## config.mk

```make
export PLATFORM = sky130hd
export DESIGN_NAME = branch_predictor
export DESIGN_NICKNAME = d
export VERILOG_FILES = /design/src/common/bp_pkg.sv /design/src/btb/btb.sv /design/src/pht/pht.sv /design/src/verilog/bp_resolve.sv /design/src/verilog/branch_predictor.sv /design/src/verilog/pred_table.sv
export SDC_FILE = /design/constraint.sdc
export NUM_CORES = 1
export LEC_CHECK = 0
export BUFFER_PORTS_ARGS = -buffer_cell sky130_fd_sc_hd__buf_4
export CORE_MARGIN = 2
export CORE_UTILIZATION = 60
export CTS_CLUSTER_DIAMETER = 200
export DETAILED_ROUTE_END_ITERATION = 10
export HOLD_SLACK_MARGIN = 0.1
export PLACE_DENSITY = 0.77
export SLEW_MARGIN = 10
export SYNTH_ARGS = -nofsm -noshare
export SYNTH_HDL_FRONTEND = slang
export SYNTH_SLANG_ARGS = --single-unit
```

## constraint.sdc

```tcl
create_clock -name clk -period 5.9 [get_ports clk]
set_input_delay 1.18 -clock clk [delete_from_list [all_inputs] [get_ports clk]]
set_output_delay 1.18 -clock clk [all_outputs]
set_load 0.02 [all_outputs]
```

## src/common/bp_pkg.sv

```systemverilog
package bp_pkg;

    // machine word
    localparam int unsigned xlen = 32;

    typedef logic [xlen-1:0] word_t;

    // RV32I major opcodes seen by the predictor
    typedef enum logic [6:0] {
        op_br   = 7'b1100011, // conditional branch
        op_jal  = 7'b1101111,
        op_jalr = 7'b1100111,
        op_imm  = 7'b0010011, // non-branch, used as filler
        op_reg  = 7'b0110011
    } opcode_t;

    // fetch mux select
    typedef enum logic [2:0] {
        pc_plus4     = 3'd0,
        alu_out      = 3'd1, // branch or jal target
        alu_mod2     = 3'd2, // jalr target, bit 0 cleared
        btb_out      = 3'd3, // predicted target
        pc_mem_plus4 = 3'd4  // recovery after a wrong taken guess
    } pcmux_sel_t;

    // global history and pattern table
    localparam int unsigned hist_len  = 4;
    localparam int unsigned pht_depth = 1 << hist_len;

    typedef logic [hist_len-1:0] hist_t;

    // two-bit saturating counter
    // 0 and 1 predict not taken, 2 and 3 predict taken
    typedef logic [1:0] ctr_t;

    localparam ctr_t ctr_min   = 2'b00;
    localparam ctr_t ctr_max   = 2'b11;
    localparam ctr_t ctr_reset = 2'b01; // weakly not taken

    // target buffer geometry, pc[1:0] is never part of index or tag
    localparam int unsigned btb_idx_bits = 4;
    localparam int unsigned btb_depth    = 1 << btb_idx_bits;
    localparam int unsigned btb_tag_bits = xlen - btb_idx_bits - 2;

    typedef logic [btb_idx_bits-1:0] btb_idx_t;
    typedef logic [btb_tag_bits-1:0] btb_tag_t;

    typedef struct packed {
        logic     valid;
        btb_tag_t tag;
        word_t    target;
    } btb_entry_t;

    localparam btb_entry_t btb_empty = '0; // invalid entry

endpackage

```

## src/btb/btb.sv

```systemverilog
`timescale 1ns/10ps

module btb import bp_pkg::*; (
    input  logic  clk,
    input  logic  arst_n,
    // lookup for the instruction in ID
    input  word_t pc_id,
    output logic  btb_hit,
    output word_t btb_target,
    // fill from the instruction resolving in MEM
    input  logic  write_btb,
    input  word_t pc_mem,
    input  word_t target_mem
);

    btb_idx_t   idx_id;
    btb_tag_t   tag_id;
    btb_idx_t   idx_mem;
    btb_tag_t   tag_mem;
    btb_entry_t rd_entry;
    btb_entry_t wr_entry;

    // pc = {tag, index, 2'b00}
    assign idx_id  = pc_id[btb_idx_bits+1:2];
    assign tag_id  = pc_id[xlen-1:btb_idx_bits+2];
    assign idx_mem = pc_mem[btb_idx_bits+1:2];
    assign tag_mem = pc_mem[xlen-1:btb_idx_bits+2];

    always_comb begin
        wr_entry.valid  = 1'b1;
        wr_entry.tag    = tag_mem;
        wr_entry.target = target_mem;
    end

    assign btb_hit    = rd_entry.valid && (rd_entry.tag == tag_id);
    assign btb_target = rd_entry.target; // only meaningful with btb_hit

    pred_table #(.entry_t(btb_entry_t), .depth(btb_depth), .reset_val(btb_empty)) entry_tbl (
        .clk    (clk),
        .arst_n (arst_n),
        .raddr  (idx_id),
        .rdata  (rd_entry),
        .we     (write_btb),
        .waddr  (idx_mem),
        .wdata  (wr_entry)
    );

endmodule

```

## src/pht/pht.sv

```systemverilog
`timescale 1ns/10ps

module pht import bp_pkg::*; (
    input  logic clk,
    input  logic arst_n,
    input  logic train_pht,      // MEM holds a control transfer
    input  logic mem_taken,      // its actual outcome
    output logic pred_taken_ctr  // msb of the counter for the current history
);

    hist_t hist_q;    // global history, newest outcome in bit 0
    hist_t hist_ex;   // history seen by the instruction now in EX
    hist_t hist_mem;  // history seen by the instruction now in MEM
    ctr_t  ctr_pred;
    ctr_t  ctr_train;
    ctr_t  ctr_next;

    always_ff @(posedge clk or negedge arst_n) begin
        if (!arst_n) begin
            hist_q <= '0;
        end else if (train_pht) begin
            hist_q <= {hist_q[hist_len-2:0], mem_taken};
        end
    end

    // the index used at prediction time follows the instruction down to MEM,
    // so training hits the same counter that made the guess
    always_ff @(posedge clk or negedge arst_n) begin
        if (!arst_n) begin
            hist_ex  <= '0;
            hist_mem <= '0;
        end else begin
            hist_ex  <= hist_q;
            hist_mem <= hist_ex;
        end
    end

    always_comb begin
        ctr_next = ctr_train;
        if (mem_taken && ctr_train != ctr_max) begin
            ctr_next = ctr_train + 2'd1;
        end else if (!mem_taken && ctr_train != ctr_min) begin
            ctr_next = ctr_train - 2'd1;
        end
    end

    assign pred_taken_ctr = ctr_pred[1];

    // two copies with identical writes give one read port per side
    pred_table #(.entry_t(ctr_t), .depth(pht_depth), .reset_val(ctr_reset)) pred_tbl (
        .clk    (clk),
        .arst_n (arst_n),
        .raddr  (hist_q),
        .rdata  (ctr_pred),
        .we     (train_pht),
        .waddr  (hist_mem),
        .wdata  (ctr_next)
    );

    pred_table #(.entry_t(ctr_t), .depth(pht_depth), .reset_val(ctr_reset)) train_tbl (
        .clk    (clk),
        .arst_n (arst_n),
        .raddr  (hist_mem),
        .rdata  (ctr_train),
        .we     (train_pht),
        .waddr  (hist_mem),
        .wdata  (ctr_next)
    );

endmodule

```

## src/verilog/bp_resolve.sv

```systemverilog
`timescale 1ns/10ps

module bp_resolve import bp_pkg::*; (
    input  logic       clk,
    input  logic       arst_n,
    // ID stage
    input  opcode_t    opcode_id,
    input  word_t      pc_id,
    // MEM stage
    input  opcode_t    opcode_mem,
    input  logic       br_en_mem,
    input  word_t      target_mem,
    // from the tables
    input  logic       pred_taken_ctr,
    input  logic       btb_hit,
    // training
    output logic       mem_taken,
    output logic       train_pht,
    output logic       write_btb,
    // fetch control
    output pcmux_sel_t pcmux_sel,
    output logic       flush,
    output logic       flush_id
);

    logic       is_ctl_id;
    logic       is_ctl_mem;
    logic       id_pred_taken;
    logic       pred_taken_q;  // guess made for the last control transfer in ID
    logic       confirm;
    pcmux_sel_t sel_dflt;
    logic       flush_dflt;

    assign is_ctl_id  = (opcode_id == op_br) || (opcode_id == op_jal) || (opcode_id == op_jalr);
    assign is_ctl_mem = (opcode_mem == op_br) || (opcode_mem == op_jal)
                     || (opcode_mem == op_jalr);

    assign mem_taken = (opcode_mem == op_jal) || (opcode_mem == op_jalr)
                    || ((opcode_mem == op_br) && br_en_mem);

    // jumps always predict taken, branches ask the counter; both need a btb hit
    assign id_pred_taken = ((opcode_id == op_jal) || (opcode_id == op_jalr)
                         || ((opcode_id == op_br) && pred_taken_ctr)) && btb_hit;

    assign confirm   = (pc_id == target_mem); // fetch already went the right way
    assign train_pht = is_ctl_mem;

    always_ff @(posedge clk or negedge arst_n) begin
        if (!arst_n) begin
            pred_taken_q <= 1'b0;
        end else if (is_ctl_id) begin
            pred_taken_q <= id_pred_taken;
        end
    end

    // select without any prediction
    always_comb begin
        if (((opcode_mem == op_br) && br_en_mem) || (opcode_mem == op_jal)) begin
            sel_dflt   = alu_out;
            flush_dflt = 1'b1;
        end else if (opcode_mem == op_jalr) begin
            sel_dflt   = alu_mod2;
            flush_dflt = 1'b1;
        end else begin
            sel_dflt   = pc_plus4;
            flush_dflt = 1'b0;
        end
    end

    always_comb begin
        pcmux_sel = sel_dflt;
        flush     = flush_dflt;
        flush_id  = 1'b0;
        write_btb = 1'b0;

        if (is_ctl_mem && pred_taken_q && mem_taken && confirm) begin
            // guess was right, nothing to undo
            write_btb = 1'b1;
            flush     = 1'b0;
            if (id_pred_taken) begin
                pcmux_sel = btb_out;
                flush_id  = 1'b1;
            end else begin
                pcmux_sel = pc_plus4;
            end
        end else if (is_ctl_mem && pred_taken_q) begin
            // wrong path fetched, restart after the MEM instruction
            pcmux_sel = pc_mem_plus4;
            flush     = 1'b1;
            write_btb = mem_taken;
        end else if (is_ctl_mem && mem_taken) begin
            write_btb = 1'b1; // missed taken transfer, default redirect
        end else if (id_pred_taken) begin
            // MEM not taken as guessed, or no control transfer in MEM
            pcmux_sel = btb_out;
            flush     = 1'b0;
            flush_id  = 1'b1;
        end
    end

endmodule

```

## src/verilog/branch_predictor.sv

```systemverilog
`timescale 1ns/10ps

module branch_predictor import bp_pkg::*; (
    input  logic       clk,
    input  logic       arst_n,
    // ID stage
    input  opcode_t    opcode_id,
    input  word_t      pc_id,
    // MEM stage
    input  opcode_t    opcode_mem,
    input  word_t      pc_mem,
    input  word_t      target_mem,
    input  logic       br_en_mem,
    // fetch control
    output pcmux_sel_t pcmux_sel,
    output logic       flush,
    output logic       flush_id,
    output word_t      pred_target // feeds the btb_out leg of the fetch mux
);

    logic pred_taken_ctr;
    logic btb_hit;
    logic mem_taken;
    logic train_pht;
    logic write_btb;

    pht pht_inst (
        .clk            (clk),
        .arst_n         (arst_n),
        .train_pht      (train_pht),
        .mem_taken      (mem_taken),
        .pred_taken_ctr (pred_taken_ctr)
    );

    btb btb_inst (
        .clk        (clk),
        .arst_n     (arst_n),
        .pc_id      (pc_id),
        .btb_hit    (btb_hit),
        .btb_target (pred_target),
        .write_btb  (write_btb),
        .pc_mem     (pc_mem),
        .target_mem (target_mem)
    );

    bp_resolve bp_resolve_inst (
        .clk            (clk),
        .arst_n         (arst_n),
        .opcode_id      (opcode_id),
        .pc_id          (pc_id),
        .opcode_mem     (opcode_mem),
        .br_en_mem      (br_en_mem),
        .target_mem     (target_mem),
        .pred_taken_ctr (pred_taken_ctr),
        .btb_hit        (btb_hit),
        .mem_taken      (mem_taken),
        .train_pht      (train_pht),
        .write_btb      (write_btb),
        .pcmux_sel      (pcmux_sel),
        .flush          (flush),
        .flush_id       (flush_id)
    );

endmodule

```

## src/verilog/pred_table.sv

```systemverilog
`timescale 1ns/10ps

module pred_table #(
    parameter type         entry_t   = logic [1:0],
    parameter int unsigned depth     = 16,
    parameter entry_t      reset_val = '0
) (
    input  logic                     clk,
    input  logic                     arst_n,
    // asynchronous read
    input  logic [$clog2(depth)-1:0] raddr,
    output entry_t                   rdata,
    // synchronous write
    input  logic                     we,
    input  logic [$clog2(depth)-1:0] waddr,
    input  entry_t                   wdata
);

    entry_t mem [depth];

    assign rdata = mem[raddr];

    // every entry goes back to reset_val so no stale prediction survives reset
    always_ff @(posedge clk or negedge arst_n) begin
        if (!arst_n) begin
            for (int i = 0; i < depth; i++) begin
                mem[i] <= reset_val;
            end
        end else if (we) begin
            mem[waddr] <= wdata;
        end
    end

endmodule
```

==> results.cfg, run 1 <==
[run_status]
status = finished, final reports clean

[global_routing]
antenna_found_initial = 4
grt_pass1_wl_um = 171000
grt-ovfl-total = 0
grtUsageTotal_pct = 29.5
grt_pass1_vias = 27800
grt_max_degree = 169

[die]
row_count = 100
floorplan.initialDensity_pct = 60.6
die_h_um = 278
die_area_um2 = 77400
die_w_um = 278
coreArea_um2 = 74400
num_io_pins = 150

[worst_setup_path]
crit_required_ns = 4.72
end_kind = output port
crit_fanout = 21
setup.worst_path.start_class = input port
worstSetupPathType = input port to output port
r2r_setup_slack_ns = 2.37
arrival_ns = 4.57

[synth]
netlist_area_um2 = 45100
synth_area_leaders = dfrtp_1, mux2_2, mux4_2, clkbuf_1, dfstp_2
syn_inst = 2765
seq_area_frac_synth_pct = 54.9
synth_common_cells = dfrtp_1, mux2_2, mux4_2
yosys.area.top_type = dfrtp_1
ys_ff_latch = 989
synth_nets = 2880
synth_edf_count = 0
synth_most_common_cell = dfrtp_1
synthFlopType = dfrtp_1
synth_top_area_share_pct = 54.0
synth_cell_types = 51
avgSynthCellArea_um2 = 16.3
async_flop_share_pct = 100
yosysWarnings = 0

[final_layout]
fin_util_pct = 68.2
nFillCells = 4892
drive_gt1_share_pct = 56.4
num-nets-final = 2972
syn_to_final_growth_pct = 12.5

[placement]
gp_congestion = 0.859
place_hpwl_um = 67200
portBuffers = 147

[timing]
fin_crit_ns = 5.75
worst_pin_slew_ns = 1.25
rsz0062_at_grt = no
setup_tns_ns = 0
final-max-slew-violation-count = 0
hold_viol_final = 0
max_slew_margin_pct = 16.3
fmax_mhz = 174
setup_viol = 0
clock_skew_ns = 0.0135
fin_crit_sh_pct = 97.4
hold_ws_ns = 0.353

[route]
met1_length_um = 45700
wl_met2_um = 56100
num_vias = 25300
vias_per_cell = 6.47
ant_nets = 0
top_layer = met5
wirelength_um = 111000
wl_met3_um = 6340
wire_per_inst_um = 28.3
drt_iter0_drc = 1790
drt_pass1_iterations = 5
remaining_drc_errors = 0

[pwr]
p_seq_share_pct = 48.7
pwr_density_cell_nw_per_um2 = 289
internal_power_mw = 11.3
p_leak_nw = 24.5
irDropWorstVdd_mv = 0.280
swShare_pct = 22.8
clkPwrFrac_pct = 44.1
p_sw_mw = 3.35
combPwrFrac_pct = 7.2

[min_path]
hold_class = flip-flop to flip-flop

[clock_tree]
cts-resized-gates = 0
cts_tree = yes
cts_sinks = 989
path_clk_slew_ns = 0.06
htreeDepth = 3
hold_buffers = 0
clk_latency_ns = 0.66
cts_root_buffer = clkbuf_16
postCtsSetupRepairBufs = 0
cts_buffers = 102
cts.path.max_buffers = 3

[flow_run]
drv_cap = 0
[registers in the layout (all words and copies together) (netlist names)]
register / count
btb_inst.entry_tbl.mem: 944
pht_inst.train_tbl.mem: 19
pht_inst.pred_tbl.mem: 13
pht_inst.hist_ex: 4
pht_inst.hist_mem: 4
pht_inst.hist_q: 4
bp_resolve_inst.pred_taken_q: 1
[worst max-delay path, cell delays in order]
cell and delay, ns:
buf_8 0.24, buf_4 0.26, mux4_2 0.54, a22oi_1 0.25, a21oi_1 0.11, nor4_1 0.52
buf_4 0.20, nand4_1 0.19, nor4_1 0.37, nand3b_1 0.33, o41ai_1 0.15, buf_4 0.20
[area by class of cell]
class | instances | area, um^2 | area share (%)
tap | 969 | 1210 | 2.39
inverter | 6 | 22.5 | 0.0444
clock inverter | 30 | 304 | 0.599
sequential | 989 | 24800 | 48.8
clock buffer | 158 | 3100 | 6.10
antenna | 2 | 5.00 | 0.00986
multi-input combinational | 1536 | 19400 | 38.3
timing repair buffer | 222 | 1900 | 3.75
[power groups by stage]
stage,sequential (mW),clock [mW],combinational [mW]
3_3_place_gp,7.23,0,1.02
5_1_grt,7.15,6.83,1.14
6_report,7.13,6.47,1.05
3_5_place_dp,7.25,0,1.06
2_1_floorplan,7.20,0,0.631
4_1_cts,7.13,6.56,1.07
[layout by cell type (no fill, tap or decap), types with 3 or more instances in the layout]
cell type	netlist	routed
nand3_1	5	4
or2_2	12	11
nor4_1	7	7
nand2_1	19	18
bufinv_16	0	5
mux4_1	16	16
a21oi_1	11	11
mux4_2	266	266
xor2_1	22	22
nor3b_1	3	3
nand3b_1	4	4
mux2_2	965	965
nor2_1	24	16
buf_8	0	3
nor2b_1	11	11
clkbuf_1	140	25
nor3_2	0	3
nand4_1	11	11
dfrtp_1	973	973
mux2i_1	31	31
nor2_4	0	8
or4_1	3	3
o21ai_0	4	4
buf_4	3	202
inv_1	6	6
inv_6	0	4
a22oi_1	16	16
clkbuf_16	0	104
dfstp_2	16	16
nand2b_1	14	14
xnor2_1	46	46
buf_12	2	17
clkbuf_8	0	29
clkinv_2	0	19
and3_1	8	8
nor3_1	12	9
[worst paths after layout]
path                                                 from                                       to  cells past startpoint
min                         pht_inst.hist_ex[2]$_DFF_PN0_           pht_inst.hist_mem[2]$_DFF_PN0_                      0
max                                              pc_id[2]                             pcmux_sel[1]                     12
min in group asynchronous                          arst_n  btb_inst.entry_tbl.mem[892]$_DFFE_PN0P_                      1
max reg2reg                pht_inst.hist_mem[0]$_DFF_PN0_   pht_inst.train_tbl.mem[10]$_DFFE_PN1P_                      7
max in group asynchronous                          arst_n  btb_inst.entry_tbl.mem[730]$_DFFE_PN0P_                      2
min reg2reg                 pht_inst.hist_ex[2]$_DFF_PN0_           pht_inst.hist_mem[2]$_DFF_PN0_                      0
[kinds of logic (layout without fill, tap and decap cells)]
group	Yosys count	in the layout	share of synthesized area [%]
compound gates	50	50	0.821
xor+xnor	68	68	1.32
fa+ha+maj	2	2	0.0555
buf+inv	240	416	2.24
flops	989	989	54.9
mux	1278	1278	39.0
other cells	0	2	0
simple gates	138	138	1.68
[per-layer routing]
| metal | global-route usage (%) | vias to the layer above |
|---|---|---|
| met5 | 0 | - |
| met4 | 8.14 | 2 |
| met3 | 4.95 | 186 |
| met2 | 49.2 | 731 |
| met1 | 40.7 | 13900 |
| li1 | - | 10500 |
[through the flow]
stage / cells / cell area (um^2) / power [mW] / setup WS, ns
6_report: 3912 / 50700 / 14.7 / 0.154
5_1_grt: 3912 / 50700 / 15.1 / 0.0632
4_1_cts: 3910 / 50700 / 14.8 / 0.191
3_5_place_dp: 3722 / 47300 / 8.32 / 0.215
3_3_place_gp: 3722 / 47300 / 8.25 / 0.284
2_1_floorplan: 2765 / 45100 / 7.83 / 0.876
(Power assumes the default switching activity.)
==> inputs of run 2 (changes only) <==
--- a/config.mk
+++ b/config.mk
@@ -5,13 +5,15 @@
 export SDC_FILE = /design/constraint.sdc
 export NUM_CORES = 1
 export LEC_CHECK = 0
+export ABC_AREA = 1
 export BUFFER_PORTS_ARGS = -buffer_cell sky130_fd_sc_hd__buf_4
 export CORE_MARGIN = 2
-export CORE_UTILIZATION = 60
+export CORE_UTILIZATION = 55
 export CTS_CLUSTER_DIAMETER = 200
 export DETAILED_ROUTE_END_ITERATION = 10
 export HOLD_SLACK_MARGIN = 0.1
-export PLACE_DENSITY = 0.77
+export MAX_ROUTING_LAYER = met4
+export PLACE_DENSITY = 0.72
 export SLEW_MARGIN = 10
 export SYNTH_ARGS = -nofsm -noshare
 export SYNTH_HDL_FRONTEND = slang
==> results.cfg, run 2 <==
[pwr]
p_seq_share_pct = 47.3
finalPower_mw = 15.2
p_sw_mw = 3.90
clkPwrFrac_pct = 43.0
pwr_density_cell_nw_per_um2 = 301
combPwrFrac_pct = 9.7
irDropWorstVdd_mv = 0.278
p_leak_nw = 23.9
internal_power_mw = 11.3
swShare_pct = 25.7

[min_path]
hold_class = flip-flop to flip-flop

[timing]
fin_crit_ns = 5.37
clock_skew_ns = 0.0154
final-max-slew-violation-count = 0
worst_pin_slew_ns = 1.18
hold_ws_ns = 0.348
rsz0062_at_grt = no
hold_viol_final = 0
setup_tns_ns = 0
fmax_mhz = 186
fin_crit_sh_pct = 91.0
setup_viol = 0
max_slew_margin_pct = 21.6

[die]
die_area_um2 = 85700
die_h_um = 293
floorplan.initialDensity_pct = 55.7
coreArea_um2 = 82200
num_io_pins = 150
row_count = 105
die_w_um = 293

[synth]
synth_nets = 5796
synthMuxAreaShare_pct = 0
synth_common_cells = nand2_1, o21ai_0, dfrtp_1
synth_cell_types = 47
netlist_area_um2 = 45800
synth_top_area_share_pct = 53.1
async_flop_share_pct = 100
synthFlopType = dfrtp_1
synth_most_common_cell = nand2_1
yosys.area_share.adder_pct = 0.0546
ys_ff_latch = 989
yosys.area.top_type = dfrtp_1
synth-xor-area-share_pct = 0.360
synth-simple-area-share_pct = 21.5
synth_area_leaders = dfrtp_1, nand2_1, o21ai_0, nor2_1, nand3_1
synth_top_family_by_area = simple AND/OR/NAND/NOR gates
syn_inst = 5681
seq_area_frac_synth_pct = 54.0
avgSynthCellArea_um2 = 8.07
synth_compound_area_share_pct = 17.2
yosysWarnings = 0
synth_edf_count = 0

[clock_tree]
postCtsSetupRepairBufs = 0
cts.path.max_buffers = 3
cts_root_buffer = clkbuf_16
cts_tree = yes
cts-resized-gates = 0
path_clk_slew_ns = 0.06
clk_latency_ns = 0.69
hold_buffers = 0
cts_buffers = 101
htreeDepth = 3
cts_sinks = 989

[global_routing]
grt_pass1_wl_um = 215000
grt_pass1_vias = 37000
grt-ovfl-total = 0
grtUsageTotal_pct = 33.1
grt_max_degree = 151
antenna_found_initial = 1

[route]
ant_nets = 0
wirelength_um = 136000
drt_pass1_iterations = 9
drt_iter0_drc = 4495
num_vias = 39300
vias_per_cell = 5.86
wire_per_inst_um = 20.2
remaining_drc_errors = 0

[final_layout]
top_regs = btb_inst.entry_tbl.mem (944), pht_inst.train_tbl.mem (19), pht_inst.pred_tbl.mem (13)
top_register = btb_inst.entry_tbl.mem
final_area_um2 = 50600
largest_reg_flops = 944
layout_commonest_cell = nand2_1
layout_common_cells = nand2_1, o21ai_0, dfrtp_1
num-nets-final = 5673
syn_to_final_growth_pct = 10.4
diodes = 0
drive_gt1_share_pct = 7.91

[placement]
gp_congestion = 0.902
placed_area_um2 = 47200
portBuffers = 147
place_hpwl_um = 76600

[worst_setup_path]
end_kind = output port
worstSetupPathType = input port to output port
arrival_ns = 4.19
crit_fanout = 74
crit_required_ns = 4.72
setup.worst_path.start_class = input port

[run_status]
status = finished, final reports clean

[flow_run]
drv_cap = 0
[run 2: cell count changes in the layout (fill, tap and decap cells not counted), sizes merged, moves of 282 or more]
cell | previous run | this run
o21ai | 4 | 1262
mux4 | 282 | 0
inv | 10 | 308
nand2 | 19 | 1687
nor2 | 24 | 428
mux2 | 965 | 0
nand3 | 5 | 310
[run 2: power by group through the flow]
stage	sequential (mW)	clock, mW	combinational, mW
floorplan	7.27	0	0.889
global placement	7.31	0	1.44
detailed placement	7.31	0	1.47
CTS	7.20	6.61	1.47
global route	7.23	6.90	1.66
finish	7.20	6.55	1.48
[run 2: cells by family after synthesis]
family                     Yosys count
buffers and inverters              757
xor gates and xnor gates            18
DFF                                989
and+or+nand+nor                   2466
adders and majority gates            2
AOI/OAI and AO/OA                 1449
[run 2: area by class of cell]
class                      instances  area (um^2)
clock inverter                    26          348
clock buffer                     158         3060
sequential                       989        24800
inverter                         308         1190
fill                            7290        31600
tap                             1070         1340
multi-input combinational       3935        18000
timing repair buffer             223         1880
[run 2: metrics by stage]
step	cells	utilization [%]	setup slack [ns]
2_1_floorplan	5681	-	2.03
3_3_place_gp	6525	57.4	0.725
3_5_place_dp	6525	57.4	0.704
4_1_cts	6709	61.5	0.692
5_1_grt	6709	61.5	0.466
6_report	6709	61.5	0.528
[run 2: worst paths after layout]
kind	from	cells after the start	slack [ns]	end
setup / recovery	pc_id[3]	14	0.53	pcmux_sel[0]
hold / removal	pht_inst.hist_ex[3]$_DFF_PN0_	0	0.35	pht_inst.hist_mem[3]$_DFF_PN0_
setup reg to reg	pht_inst.hist_mem[0]$_DFF_PN0_	12	3.06	pht_inst.train_tbl.mem[18]$_DFFE_PN1P_
hold reg to reg	pht_inst.hist_ex[3]$_DFF_PN0_	0	0.35	pht_inst.hist_mem[3]$_DFF_PN0_
max in group asynchronous	arst_n	2	4.08	btb_inst.entry_tbl.mem[143]$_DFFE_PN0P_
min in group asynchronous	arst_n	1	0.57	btb_inst.entry_tbl.mem[879]$_DFFE_PN0P_
[run 2: critical path, stage by stage]
cell and delay, ns:
buf_6 0.18, inv_8 0.41, buf_4 0.28, buf_4 0.27, nor2_1 0.07, nor4_1 0.34
buf_4 0.23, nand4_1 0.33, nor2_1 0.25, nand3_1 0.09, nand2_1 0.11, nand3_1 0.12
nand2_1 0.13, buf_4 0.15
[run 2: per-layer routing]
layer,track usage (%),part of all wire (%),up-vias
li1,-,-,18300
met1,46.2,42,19000
met2,49.1,44,1726
met3,6.42,10,276
met4,10.5,3.2,0
met5,-,0,-
